<file path="config.mk">
export PLATFORM = sky130hd
export DESIGN_NAME = stepper_top
export DESIGN_NICKNAME = d
export VERILOG_FILES = /design/src/hdl/stepper_pkg.sv /design/src/hdl/move_if.sv /design/src/hdl/spi_word.sv /design/src/hdl/spi_state_machine.sv /design/src/hdl/dda_timer.sv /design/src/hdl/stepper_top.sv
export VERILOG_INCLUDE_DIRS = /design/src /design/src/hdl
export SDC_FILE = /design/constraint.sdc
export NUM_CORES = 1
export LEC_CHECK = 0
export BUFFER_PORTS_ARGS = -buffer_cell sky130_fd_sc_hd__buf_4
export CAP_MARGIN = 20
export CORE_MARGIN = 2
export CORE_UTILIZATION = 45
export CTS_BUF_LIST = sky130_fd_sc_hd__clkbuf_4 sky130_fd_sc_hd__clkbuf_8
export DETAILED_ROUTE_END_ITERATION = 7
export PLACE_DENSITY = 0.57
export SLEW_MARGIN = 40
export SYNTH_ARGS = -nofsm -noshare
export SYNTH_HDL_FRONTEND = slang
export SYNTH_HIERARCHICAL = 1
export SYNTH_SLANG_ARGS = --single-unit
</file>
<file path="constraint.sdc">
create_clock -name CLK -period 13.6 [get_ports CLK]
set_input_delay 1.36 -clock CLK [delete_from_list [all_inputs] [get_ports CLK]]
set_output_delay 1.36 -clock CLK [all_outputs]
set_load 0.02 [all_outputs]
</file>
<file path="src/hdl/stepper_config.svh">
`ifndef STEPPER_CONFIG_SVH
`define STEPPER_CONFIG_SVH

// Move ring buffer
`define MOVE_BUFFER_BITS 2
`define MOVE_BUFFER_SIZE 4

// Command header codes in the top byte of a first word
`define CMD_COORDINATED_STEP 8'h01
`define CMD_MOTOR_ENABLE     8'h0a
`define CMD_CLK_DIVISOR      8'h14
`define CMD_MOTORCONFIG      8'h1e
`define CMD_CHARGEPUMP       8'h32
`define CMD_BRIDGEINVERT     8'h3c
`define CMD_API_VERSION      8'hfe

// Reported by the version command
`define VERSION_MAJOR 8'd0
`define VERSION_MINOR 8'd2
`define VERSION_PATCH 8'd1

// Accumulator bit that marks one step when it changes
`define DDA_STEP_BIT 32

// Configuration register reset values
`define RESET_MICROSTEPS       3'd2
`define RESET_CURRENT          8'd140
`define RESET_CHARGEPUMP       8'd91
`define RESET_CLOCK_DIVISOR    8'd40

`endif

</file>
<file path="src/hdl/stepper_pkg.sv">
package stepper_pkg;

  // One 64-bit SPI word, MSB first on the wire
  typedef union packed {
    // First word of a message
    struct packed {
      // Command code
      logic [7:0]  header;
      // Single-word command arguments live in the low bits
      logic [55:0] payload;
    } hdr;

    // Later words of a message carry one full move parameter
    logic [63:0] data;
  } spi_word_u;

endpackage

</file>
<file path="src/hdl/move_if.sv">
`include "stepper_config.svh"

interface move_if;

  // Slot storage written by the decoder
  logic [63:0]        move_duration      [`MOVE_BUFFER_SIZE];
  logic signed [63:0] increment          [`MOVE_BUFFER_SIZE];
  logic signed [63:0] incrementincrement [`MOVE_BUFFER_SIZE];
  logic [`MOVE_BUFFER_SIZE-1:0] dir;

  // Slot is full while these two bits differ
  logic [`MOVE_BUFFER_SIZE-1:0] stepready;
  logic [`MOVE_BUFFER_SIZE-1:0] stepfinished;

  // Slot under execution
  logic [`MOVE_BUFFER_BITS-1:0] moveind;

  modport decoder (
    output move_duration, increment, incrementincrement, dir, stepready,
    input  stepfinished
  );

  modport executor (
    input  move_duration, increment, incrementincrement, dir, stepready,
    output stepfinished, moveind
  );

endinterface

</file>
<file path="src/hdl/spi_word.sv">
module spi_word
  import stepper_pkg::*;
(
  input  logic      CLK,
  input  logic      resetn,
  input  logic      sck,
  input  logic      cs,
  input  logic      copi,
  output logic      cipo,
  input  spi_word_u send_data,
  output logic      word_received,
  output spi_word_u word_data
);

  // Two sync stages, third bit keeps the previous value for edges
  logic [2:0] sck_q;
  logic [2:0] cs_q;
  logic [1:0] copi_q;

  logic sck_rise;
  logic sck_fall;
  logic cs_active;
  logic cs_start;

  // Bits taken so far in the current word
  logic [5:0]  bit_count;
  logic [62:0] rx_shift;
  logic [63:0] tx_shift;

  // Delays the reply reload until the decoder has updated send_data
  logic [1:0] reload_q;

  always_ff @(posedge CLK) begin
    if (!resetn) begin
      sck_q  <= '0;
      cs_q   <= '1;
      copi_q <= '0;
    end else begin
      sck_q  <= {sck_q[1:0], sck};
      cs_q   <= {cs_q[1:0], cs};
      copi_q <= {copi_q[0], copi};
    end
  end

  assign sck_rise  = sck_q[1] & ~sck_q[2];
  assign sck_fall  = ~sck_q[1] & sck_q[2];
  assign cs_active = ~cs_q[1];
  assign cs_start  = ~cs_q[1] & cs_q[2];

  // Bit counter and word strobe
  always_ff @(posedge CLK) begin
    if (!resetn) begin
      bit_count     <= '0;
      word_received <= 1'b0;
      reload_q      <= '0;
    end else begin
      word_received <= 1'b0;
      reload_q      <= {reload_q[0], word_received};
      if (!cs_active) begin
        // Deselect aborts any partial word
        bit_count <= '0;
      end else if (sck_rise) begin
        bit_count <= bit_count + 6'd1;
        if (bit_count == 6'd63) begin
          word_received <= 1'b1;
        end
      end
    end
  end

  // Receive shifter, MSB first
  always_ff @(posedge CLK) begin
    if (cs_active && sck_rise) begin
      rx_shift <= {rx_shift[61:0], copi_q[1]};
      if (bit_count == 6'd63) begin
        word_data <= {rx_shift, copi_q[1]};
      end
    end
  end

  // Reply shifter
  always_ff @(posedge CLK) begin
    if (!resetn) begin
      tx_shift <= '0;
    end else if (cs_start || reload_q[1]) begin
      // Next reply sits on cipo before the first rising edge
      tx_shift <= send_data;
    end else if (cs_active && sck_fall && bit_count != 6'd0) begin
      // Falling edge after the last bit leaves the reply in place
      tx_shift <= {tx_shift[62:0], 1'b0};
    end
  end

  assign cipo = tx_shift[63];

endmodule

</file>
<file path="src/hdl/spi_state_machine.sv">
`include "stepper_config.svh"

module spi_state_machine
  import stepper_pkg::*;
(
  input  logic        CLK,
  input  logic        resetn,
  input  logic        word_received,
  input  spi_word_u   word_data,
  output spi_word_u   send_data,
  input  logic [63:0] encoder_count,
  output logic        enable,
  output logic [2:0]  microsteps,
  output logic [7:0]  current,
  output logic [7:0]  config_chargepump_period,
  output logic        config_invert_highside,
  output logic        config_invert_lowside,
  output logic [7:0]  clock_divisor,
  output logic        buffer_dtr,
  move_if.decoder     mv
);

  // Registered copy of the received word
  logic      word_valid;
  spi_word_u word_q;

  // Message sequencing
  logic [7:0] message_header;
  logic [2:0] word_count;
  logic       awaiting_more_words;

  // Move buffer write side
  logic [`MOVE_BUFFER_BITS-1:0] writemoveind;
  logic [63:0] encoder_store;
  logic        move_hdr;
  logic        move_data;
  logic        move_commit;

  // Only these two commands span more than one word
  assign awaiting_more_words = (message_header == `CMD_COORDINATED_STEP) ||
                               (message_header == `CMD_API_VERSION);

  assign move_hdr = word_valid && !awaiting_more_words &&
                    (word_q.hdr.header == `CMD_COORDINATED_STEP);
  assign move_data   = word_valid && (message_header == `CMD_COORDINATED_STEP);
  assign move_commit = move_data && (word_count == 3'd3);

  // At least one slot with matching toggles
  assign buffer_dtr = |(mv.stepready ~^ mv.stepfinished);

  // Word capture and slot contents
  always_ff @(posedge CLK) begin
    if (word_received) begin
      word_q <= word_data;
    end
    if (move_hdr) begin
      mv.dir[writemoveind] <= word_q.hdr.payload[0];
      // Position snapshot at the start of the move message
      encoder_store <= encoder_count;
    end
    if (move_data) begin
      case (word_count)
        3'd1: mv.move_duration[writemoveind] <= word_q.data;
        3'd2: mv.increment[writemoveind] <= word_q.data;
        3'd3: mv.incrementincrement[writemoveind] <= word_q.data;
        default: ;
      endcase
    end
  end

  // Command decode
  always_ff @(posedge CLK) begin
    if (!resetn) begin
      word_valid               <= 1'b0;
      message_header           <= 8'd0;
      word_count               <= 3'd0;
      writemoveind             <= '0;
      mv.stepready             <= '0;
      send_data                <= '0;
      enable                   <= 1'b0;
      microsteps               <= `RESET_MICROSTEPS;
      current                  <= `RESET_CURRENT;
      config_chargepump_period <= `RESET_CHARGEPUMP;
      config_invert_highside   <= 1'b0;
      config_invert_lowside    <= 1'b0;
      clock_divisor            <= `RESET_CLOCK_DIVISOR;
    end else begin
      word_valid <= word_received;
      if (word_valid) begin
        // Zero reply unless a command prepares one
        send_data <= '0;
        if (!awaiting_more_words) begin
          // Header word
          message_header <= word_q.hdr.header;
          word_count     <= 3'd1;
          case (word_q.hdr.header)
            `CMD_MOTOR_ENABLE: enable <= word_q.hdr.payload[0];
            `CMD_CLK_DIVISOR: clock_divisor <= word_q.hdr.payload[7:0];
            `CMD_MOTORCONFIG: begin
              current    <= word_q.hdr.payload[15:8];
              microsteps <= word_q.hdr.payload[2:0];
            end
            `CMD_CHARGEPUMP: config_chargepump_period <= word_q.hdr.payload[7:0];
            `CMD_BRIDGEINVERT: begin
              config_invert_highside <= word_q.hdr.payload[1];
              config_invert_lowside  <= word_q.hdr.payload[0];
            end
            `CMD_API_VERSION: begin
              send_data.data <= {40'd0, `VERSION_MAJOR, `VERSION_MINOR, `VERSION_PATCH};
            end
            // Move header and unknown codes touch no register here
            default: ;
          endcase
        end else if (message_header == `CMD_COORDINATED_STEP) begin
          word_count <= word_count + 3'd1;
          if (word_count == 3'd2) begin
            // Snapshot goes out during the last move word
            send_data.data <= encoder_store;
          end
          if (move_commit) begin
            word_count     <= 3'd0;
            message_header <= 8'd0;
            // Hand the slot to the executor
            mv.stepready[writemoveind] <= ~mv.stepready[writemoveind];
            // Two bit index wraps with the ring
            writemoveind <= writemoveind + 1'b1;
          end
        end else begin
          // Filler word after the version header
          word_count     <= 3'd0;
          message_header <= 8'd0;
        end
      end
    end
  end

  // Host waits on buffer_dtr so a committed slot was released by the executor
  a_no_overwrite: assert property (@(posedge CLK) disable iff (!resetn)
    move_commit |-> (mv.stepready[writemoveind] == mv.stepfinished[writemoveind]))
    else $error("move written into a full slot");

  // Longest message is a header and three data words
  a_word_count: assert property (@(posedge CLK) disable iff (!resetn)
    word_valid |=> (word_count <= 3'd3))
    else $error("message word count past three");

endmodule

</file>
<file path="src/hdl/dda_timer.sv">
`include "stepper_config.svh"

module dda_timer
  import stepper_pkg::*;
(
  input  logic       CLK,
  input  logic       resetn,
  input  logic [7:0] clock_divisor,
  input  logic       halt,
  move_if.executor   mv,
  output logic       step,
  output logic       dir,
  output logic       move_done
);

  logic       running;
  logic [7:0] div_count;
  logic       tick;
  logic       slot_full;
  logic       start;
  logic       finish;

  // Move state
  logic [63:0]        remaining;
  logic signed [63:0] velocity;
  logic signed [63:0] accum;
  logic signed [63:0] accum_next;

  assign slot_full = mv.stepready[mv.moveind] != mv.stepfinished[mv.moveind];
  assign start     = !running && slot_full;
  assign finish    = running && (remaining == 64'd0);

  // One tick per clock_divisor plus one cycles, frozen by halt
  assign tick = running && !halt && (remaining != 64'd0) &&
                (div_count == clock_divisor);

  // Accumulator adds the velocity from before this tick
  assign accum_next = accum + velocity;

  always_ff @(posedge CLK) begin
    if (!resetn) begin
      running         <= 1'b0;
      div_count       <= 8'd0;
      step            <= 1'b0;
      dir             <= 1'b0;
      move_done       <= 1'b0;
      mv.stepfinished <= '0;
      mv.moveind      <= '0;
    end else begin
      step      <= 1'b0;
      move_done <= 1'b0;
      if (start) begin
        running   <= 1'b1;
        div_count <= 8'd0;
        // Direction held for the whole move
        dir <= mv.dir[mv.moveind];
      end else if (finish) begin
        running   <= 1'b0;
        move_done <= 1'b1;
        // Release the slot back to the decoder
        mv.stepfinished[mv.moveind] <= ~mv.stepfinished[mv.moveind];
        if (mv.moveind == `MOVE_BUFFER_BITS'(`MOVE_BUFFER_SIZE - 1)) begin
          mv.moveind <= '0;
        end else begin
          mv.moveind <= mv.moveind + 1'b1;
        end
      end else if (running && !halt) begin
        if (tick) begin
          div_count <= 8'd0;
          // Any change of the step bit is one step
          step <= accum_next[`DDA_STEP_BIT] != accum[`DDA_STEP_BIT];
        end else begin
          div_count <= div_count + 8'd1;
        end
      end
    end
  end

  // DDA datapath
  always_ff @(posedge CLK) begin
    if (start) begin
      remaining <= mv.move_duration[mv.moveind];
      velocity  <= mv.increment[mv.moveind];
      accum     <= '0;
    end else if (tick) begin
      remaining <= remaining - 64'd1;
      // Slot stays full while running so its parameters hold
      velocity  <= velocity + mv.incrementincrement[mv.moveind];
      accum     <= accum_next;
    end
  end

  // Paused moves emit nothing
  a_no_step_in_halt: assert property (@(posedge CLK) disable iff (!resetn)
    $rose(step) |-> !$past(halt))
    else $error("step while halted");

  // Executor only releases slots the decoder has filled
  a_finish_full: assert property (@(posedge CLK) disable iff (!resetn)
    finish |-> slot_full)
    else $error("finished an empty slot");

endmodule

</file>
<file path="src/hdl/stepper_top.sv">
module stepper_top
  import stepper_pkg::*;
(
  input  logic        CLK,
  input  logic        resetn,
  input  logic        sck,
  input  logic        cs,
  input  logic        copi,
  output logic        cipo,
  input  logic [63:0] encoder_count,
  input  logic        halt,
  output logic        step,
  output logic        dir,
  output logic        enable,
  output logic [2:0]  microsteps,
  output logic [7:0]  current,
  output logic [7:0]  config_chargepump_period,
  output logic        config_invert_highside,
  output logic        config_invert_lowside,
  output logic        buffer_dtr,
  output logic        move_done
);

  // SPI word link
  spi_word_u  send_data;
  spi_word_u  word_data;
  logic       word_received;

  // Tick rate from decoder to executor
  logic [7:0] clock_divisor;

  // Move ring buffer shared by decoder and executor
  move_if mv ();

  spi_word u_spi_word (
    .CLK           (CLK),
    .resetn        (resetn),
    .sck           (sck),
    .cs            (cs),
    .copi          (copi),
    .cipo          (cipo),
    .send_data     (send_data),
    .word_received (word_received),
    .word_data     (word_data)
  );

  spi_state_machine u_decode (
    .CLK                      (CLK),
    .resetn                   (resetn),
    .word_received            (word_received),
    .word_data                (word_data),
    .send_data                (send_data),
    .encoder_count            (encoder_count),
    .enable                   (enable),
    .microsteps               (microsteps),
    .current                  (current),
    .config_chargepump_period (config_chargepump_period),
    .config_invert_highside   (config_invert_highside),
    .config_invert_lowside    (config_invert_lowside),
    .clock_divisor            (clock_divisor),
    .buffer_dtr               (buffer_dtr),
    .mv                       (mv.decoder)
  );

  dda_timer u_dda (
    .CLK           (CLK),
    .resetn        (resetn),
    .clock_divisor (clock_divisor),
    .halt          (halt),
    .mv            (mv.executor),
    .step          (step),
    .dir           (dir),
    .move_done     (move_done)
  );

endmodule

</file>
==> out/results.tsv <==
metric	value	unit
tightest_slew	0.802	ns
fillerInstances	8322	
startpoint_of_the_tightest_hold_check_path	u_spi_word/word_data[21]	
detailed_routing_iterations_pass_1	5	
postRouteAntennaNets	0	
die_width	321	µm
ys.warnings.count	6	
cp_top_family	compound AO/OA/AOI/OAI gates	
fp.dieH	321	µm
insertion_delay	0.82	ns
critical_path.cell_chain	buf_6, buf_6, mux4_2, ha_1, a21oi_1, o21ai_0, a221oi_1, a21oi_1, a311oi_2, nor4_1, o31a_1, o31ai_1	
worst_setup_path_start_kind	flip-flop	
routed_via_density	5.59	
setup_viol	0	
post-dp-hpwl	57200	µm
fmax	201	MHz
p_clk_share	43.6	%
post-route-drc-count	0	
floorplan.initialDensity	45.2	%
final_min_period_over_clock_period	36.6	%
drt-initial-drc-count	1842	
num_io_pins	97	
power.share.switching	20.2	%
core_region_area	0.0997	mm²
cts_max_level	4	
worst_ir_drop_vdd	78.7	µV
worst_setup_hold_path_clk_slew	0.06	ns
finalWeightedCongestion	0.907	
route.vias.total	25727	
io_buffer_count	96	
timing.critical_path.required	14.25	ns
global_route.usage.total	18.5	%
synth_cells	3001	
skew	0.0367	ns
first_pass_grt_wire_length	149000	µm
worst-r2r-setup-slack	8.62	ns
leakage	0.0164	µW
cp_num_buf_inv	2	
cts_buffers	180	
final_nets	3311	
synth.avg_cell_area	15.0	µm²
p_total	6610	µW
wl_per_cell	20.6	µm
floorplan.rows	116	
grt_antenna_before_repair	1	
number_of_buffers_between_clock_root_and_the_deepest_sink	3	
syn-num-nets	3153	
holdCritPathClass	reg -> reg	
max_stage_delay	0.58	ns
cpMaxStageDelayCell	mux4_2	
crit_path_capture_type	flip-flop	
path_class	reg -> reg	
first_global_vias	26531	
cts_hold_repair.buffers	0	
reg2reg_depth	12	
crit-reg2reg-launch	u_dda/mv.moveind[0]	
max_cap_viol_count	0	
final_period_minus_worst_setup_slack	4.98	ns
syn_to_final_growth	12.5	%
cts_tree	built	
outcome	complete, no violations	
worstPathArrival	5.63	ns
pwr-share-seq	55.4	%
reg2reg_to	u_dda/velocity[27]	
cts_root_buf	clkbuf_8	
drive_above_1_share	19.1	%
die_area	0.103	mm²
final_number_of_max_transition_violations	0	
power_per_cell_area	130	mW/mm²
finalHoldViolations	0	
tns	0	ns
setup_repair_after_global_routing_missed_its_margin	no	
syn_area	0.0451	mm²
min_delay_worst_endpoint	u_decode/word_q[21]	
cts_repair_resize_count	0	
cts_post_setup_buffers_inserted	0	
hold_path_depth	0	
netSwitchingPower	1340	µW
wl	94700	µm
grt_start_max_net_pins	98	
grt-ovfl-total	0	
finalCoreUtilization	50.9	%
cell_internal_pwr	5270	µW
tritoncts_num_sinks	1119	
critical_path.max_fanout	41	
worst_slew_margin_rel	46.6	%
combinationalPowerShare	1.0	%
-- worst register-to-register path, cell delays in order, from the launching register on --
cell and delay [ns]:
dfxtp_4 0.55, buf_6 0.52, buf_6 0.58, mux4_2 0.60, ha_1 0.35, a21oi_1 0.16, o21ai_0 0.13, a221oi_1 0.44
a21oi_1 0.27, a311oi_2 0.57, nor4_1 0.16, o31a_1 0.26, o31ai_1 0.23
-- through the flow --
stage               setup slack (ns)  instance area [µm²]  hold WS, ns  instances
floorplan                       5.51                45100        0.386       3001
detailed placement              8.30                47100        0.397       4274
finish                          8.62                50700        0.406       4605
global route                    8.18                50700        0.407       4605
global placement                7.80                47000        0.401       4273
CTS                             8.30                50700        0.399       4603
-- how the worst max path moves through the flow --
stage,startpoint,end,cells after the start
detailed placement,u_dda/mv.moveind[0],u_dda/velocity[27],12
floorplan,u_spi_word/sck_q[1],u_spi_word/word_data[0],4
CTS,u_dda/mv.moveind[0],u_dda/velocity[27],12
global route,u_dda/mv.moveind[0],u_dda/velocity[27],12
finish,u_dda/mv.moveind[0],u_dda/velocity[27],12
global placement,u_dda/mv.moveind[0],u_dda/velocity[27],12
-- placed cells by master, fill, tap and decap left out, drive strengths merged, types with 8 or more instances in the layout --
cell type and n:
a211oi 15, a21o 37, a21oi 109, a22o 62
a31oi 82, and2 34, and3 20, and4 8
buf 138, clkbuf 257, clkinv 53, clkinvlp 8
dfxtp 243, edfxtp 876, ha 80, inv 32
mux2i 30, mux4 133, nand2 345, nand2b 20
nand3 25, nand3b 11, nand4 35, nor2 115
nor2b 15, nor3 44, nor4 20, o211ai 9
o21a 11, o21ai 115, o21bai 9, o31a 8
o31ai 75, or3 14, or4 10, xnor2 81
xor2 48
-- power groups by stage --
stage / Clock [µW] / Sequential [µW] / Combinational (µW)
2_1_floorplan: 0 / 3730 / 42.7
3_3_place_gp: 0 / 3730 / 67.1
3_5_place_dp: 0 / 3730 / 69.5
4_1_cts: 2980 / 3660 / 69.7
5_1_grt: 3120 / 3660 / 76.8
6_report: 2880 / 3660 / 69.4
-- routing by layer --
layer / track usage (%) / part of all wire [%]
met1: 24.9 / 45
met2: 30.0 / 48
met3: 3.37 / 4.3
met4: 7.00 / 2.7
met5: 0 / 0
-- registers in the layout, indices dropped and copies added, names as in the netlist, 4 cells and up --
register / count
u_dda/mv.stepfinished: 4
u_spi_word/word_data: 64
u_dda/remaining: 64
u_dda/velocity: 33
u_spi_word/bit_count: 6
u_dda/accum: 32
u_decode/send_data: 64
u_spi_word/tx_shift: 64
u_decode/mv.stepready: 4
u_decode/message_header: 8
u_spi_word/rx_shift: 63
u_decode/clock_divisor: 8
u_decode/mv.move_duration: 256
u_decode/mv.increment: 132
u_decode/mv.incrementincrement: 132
u_decode/config_chargepump_period: 8
u_decode/current: 8
u_decode/encoder_store: 64
u_decode/mv.dir: 4
u_dda/div_count: 8
u_decode/word_q: 64
-- final cells by class --
cell class	count	area [µm²]	share of cell area (%)
diodes	1	2.50	0.00493
well taps	1298	1620	3.20
clock inverters	72	504	0.994
multi-input cells	1693	13100	25.8
inverters	27	101	0.200
flip-flops and latches	1119	31200	61.5
clock buffers	257	3120	6.15
repair buffers	138	1100	2.17
Power figures use the tool's default switching activity.
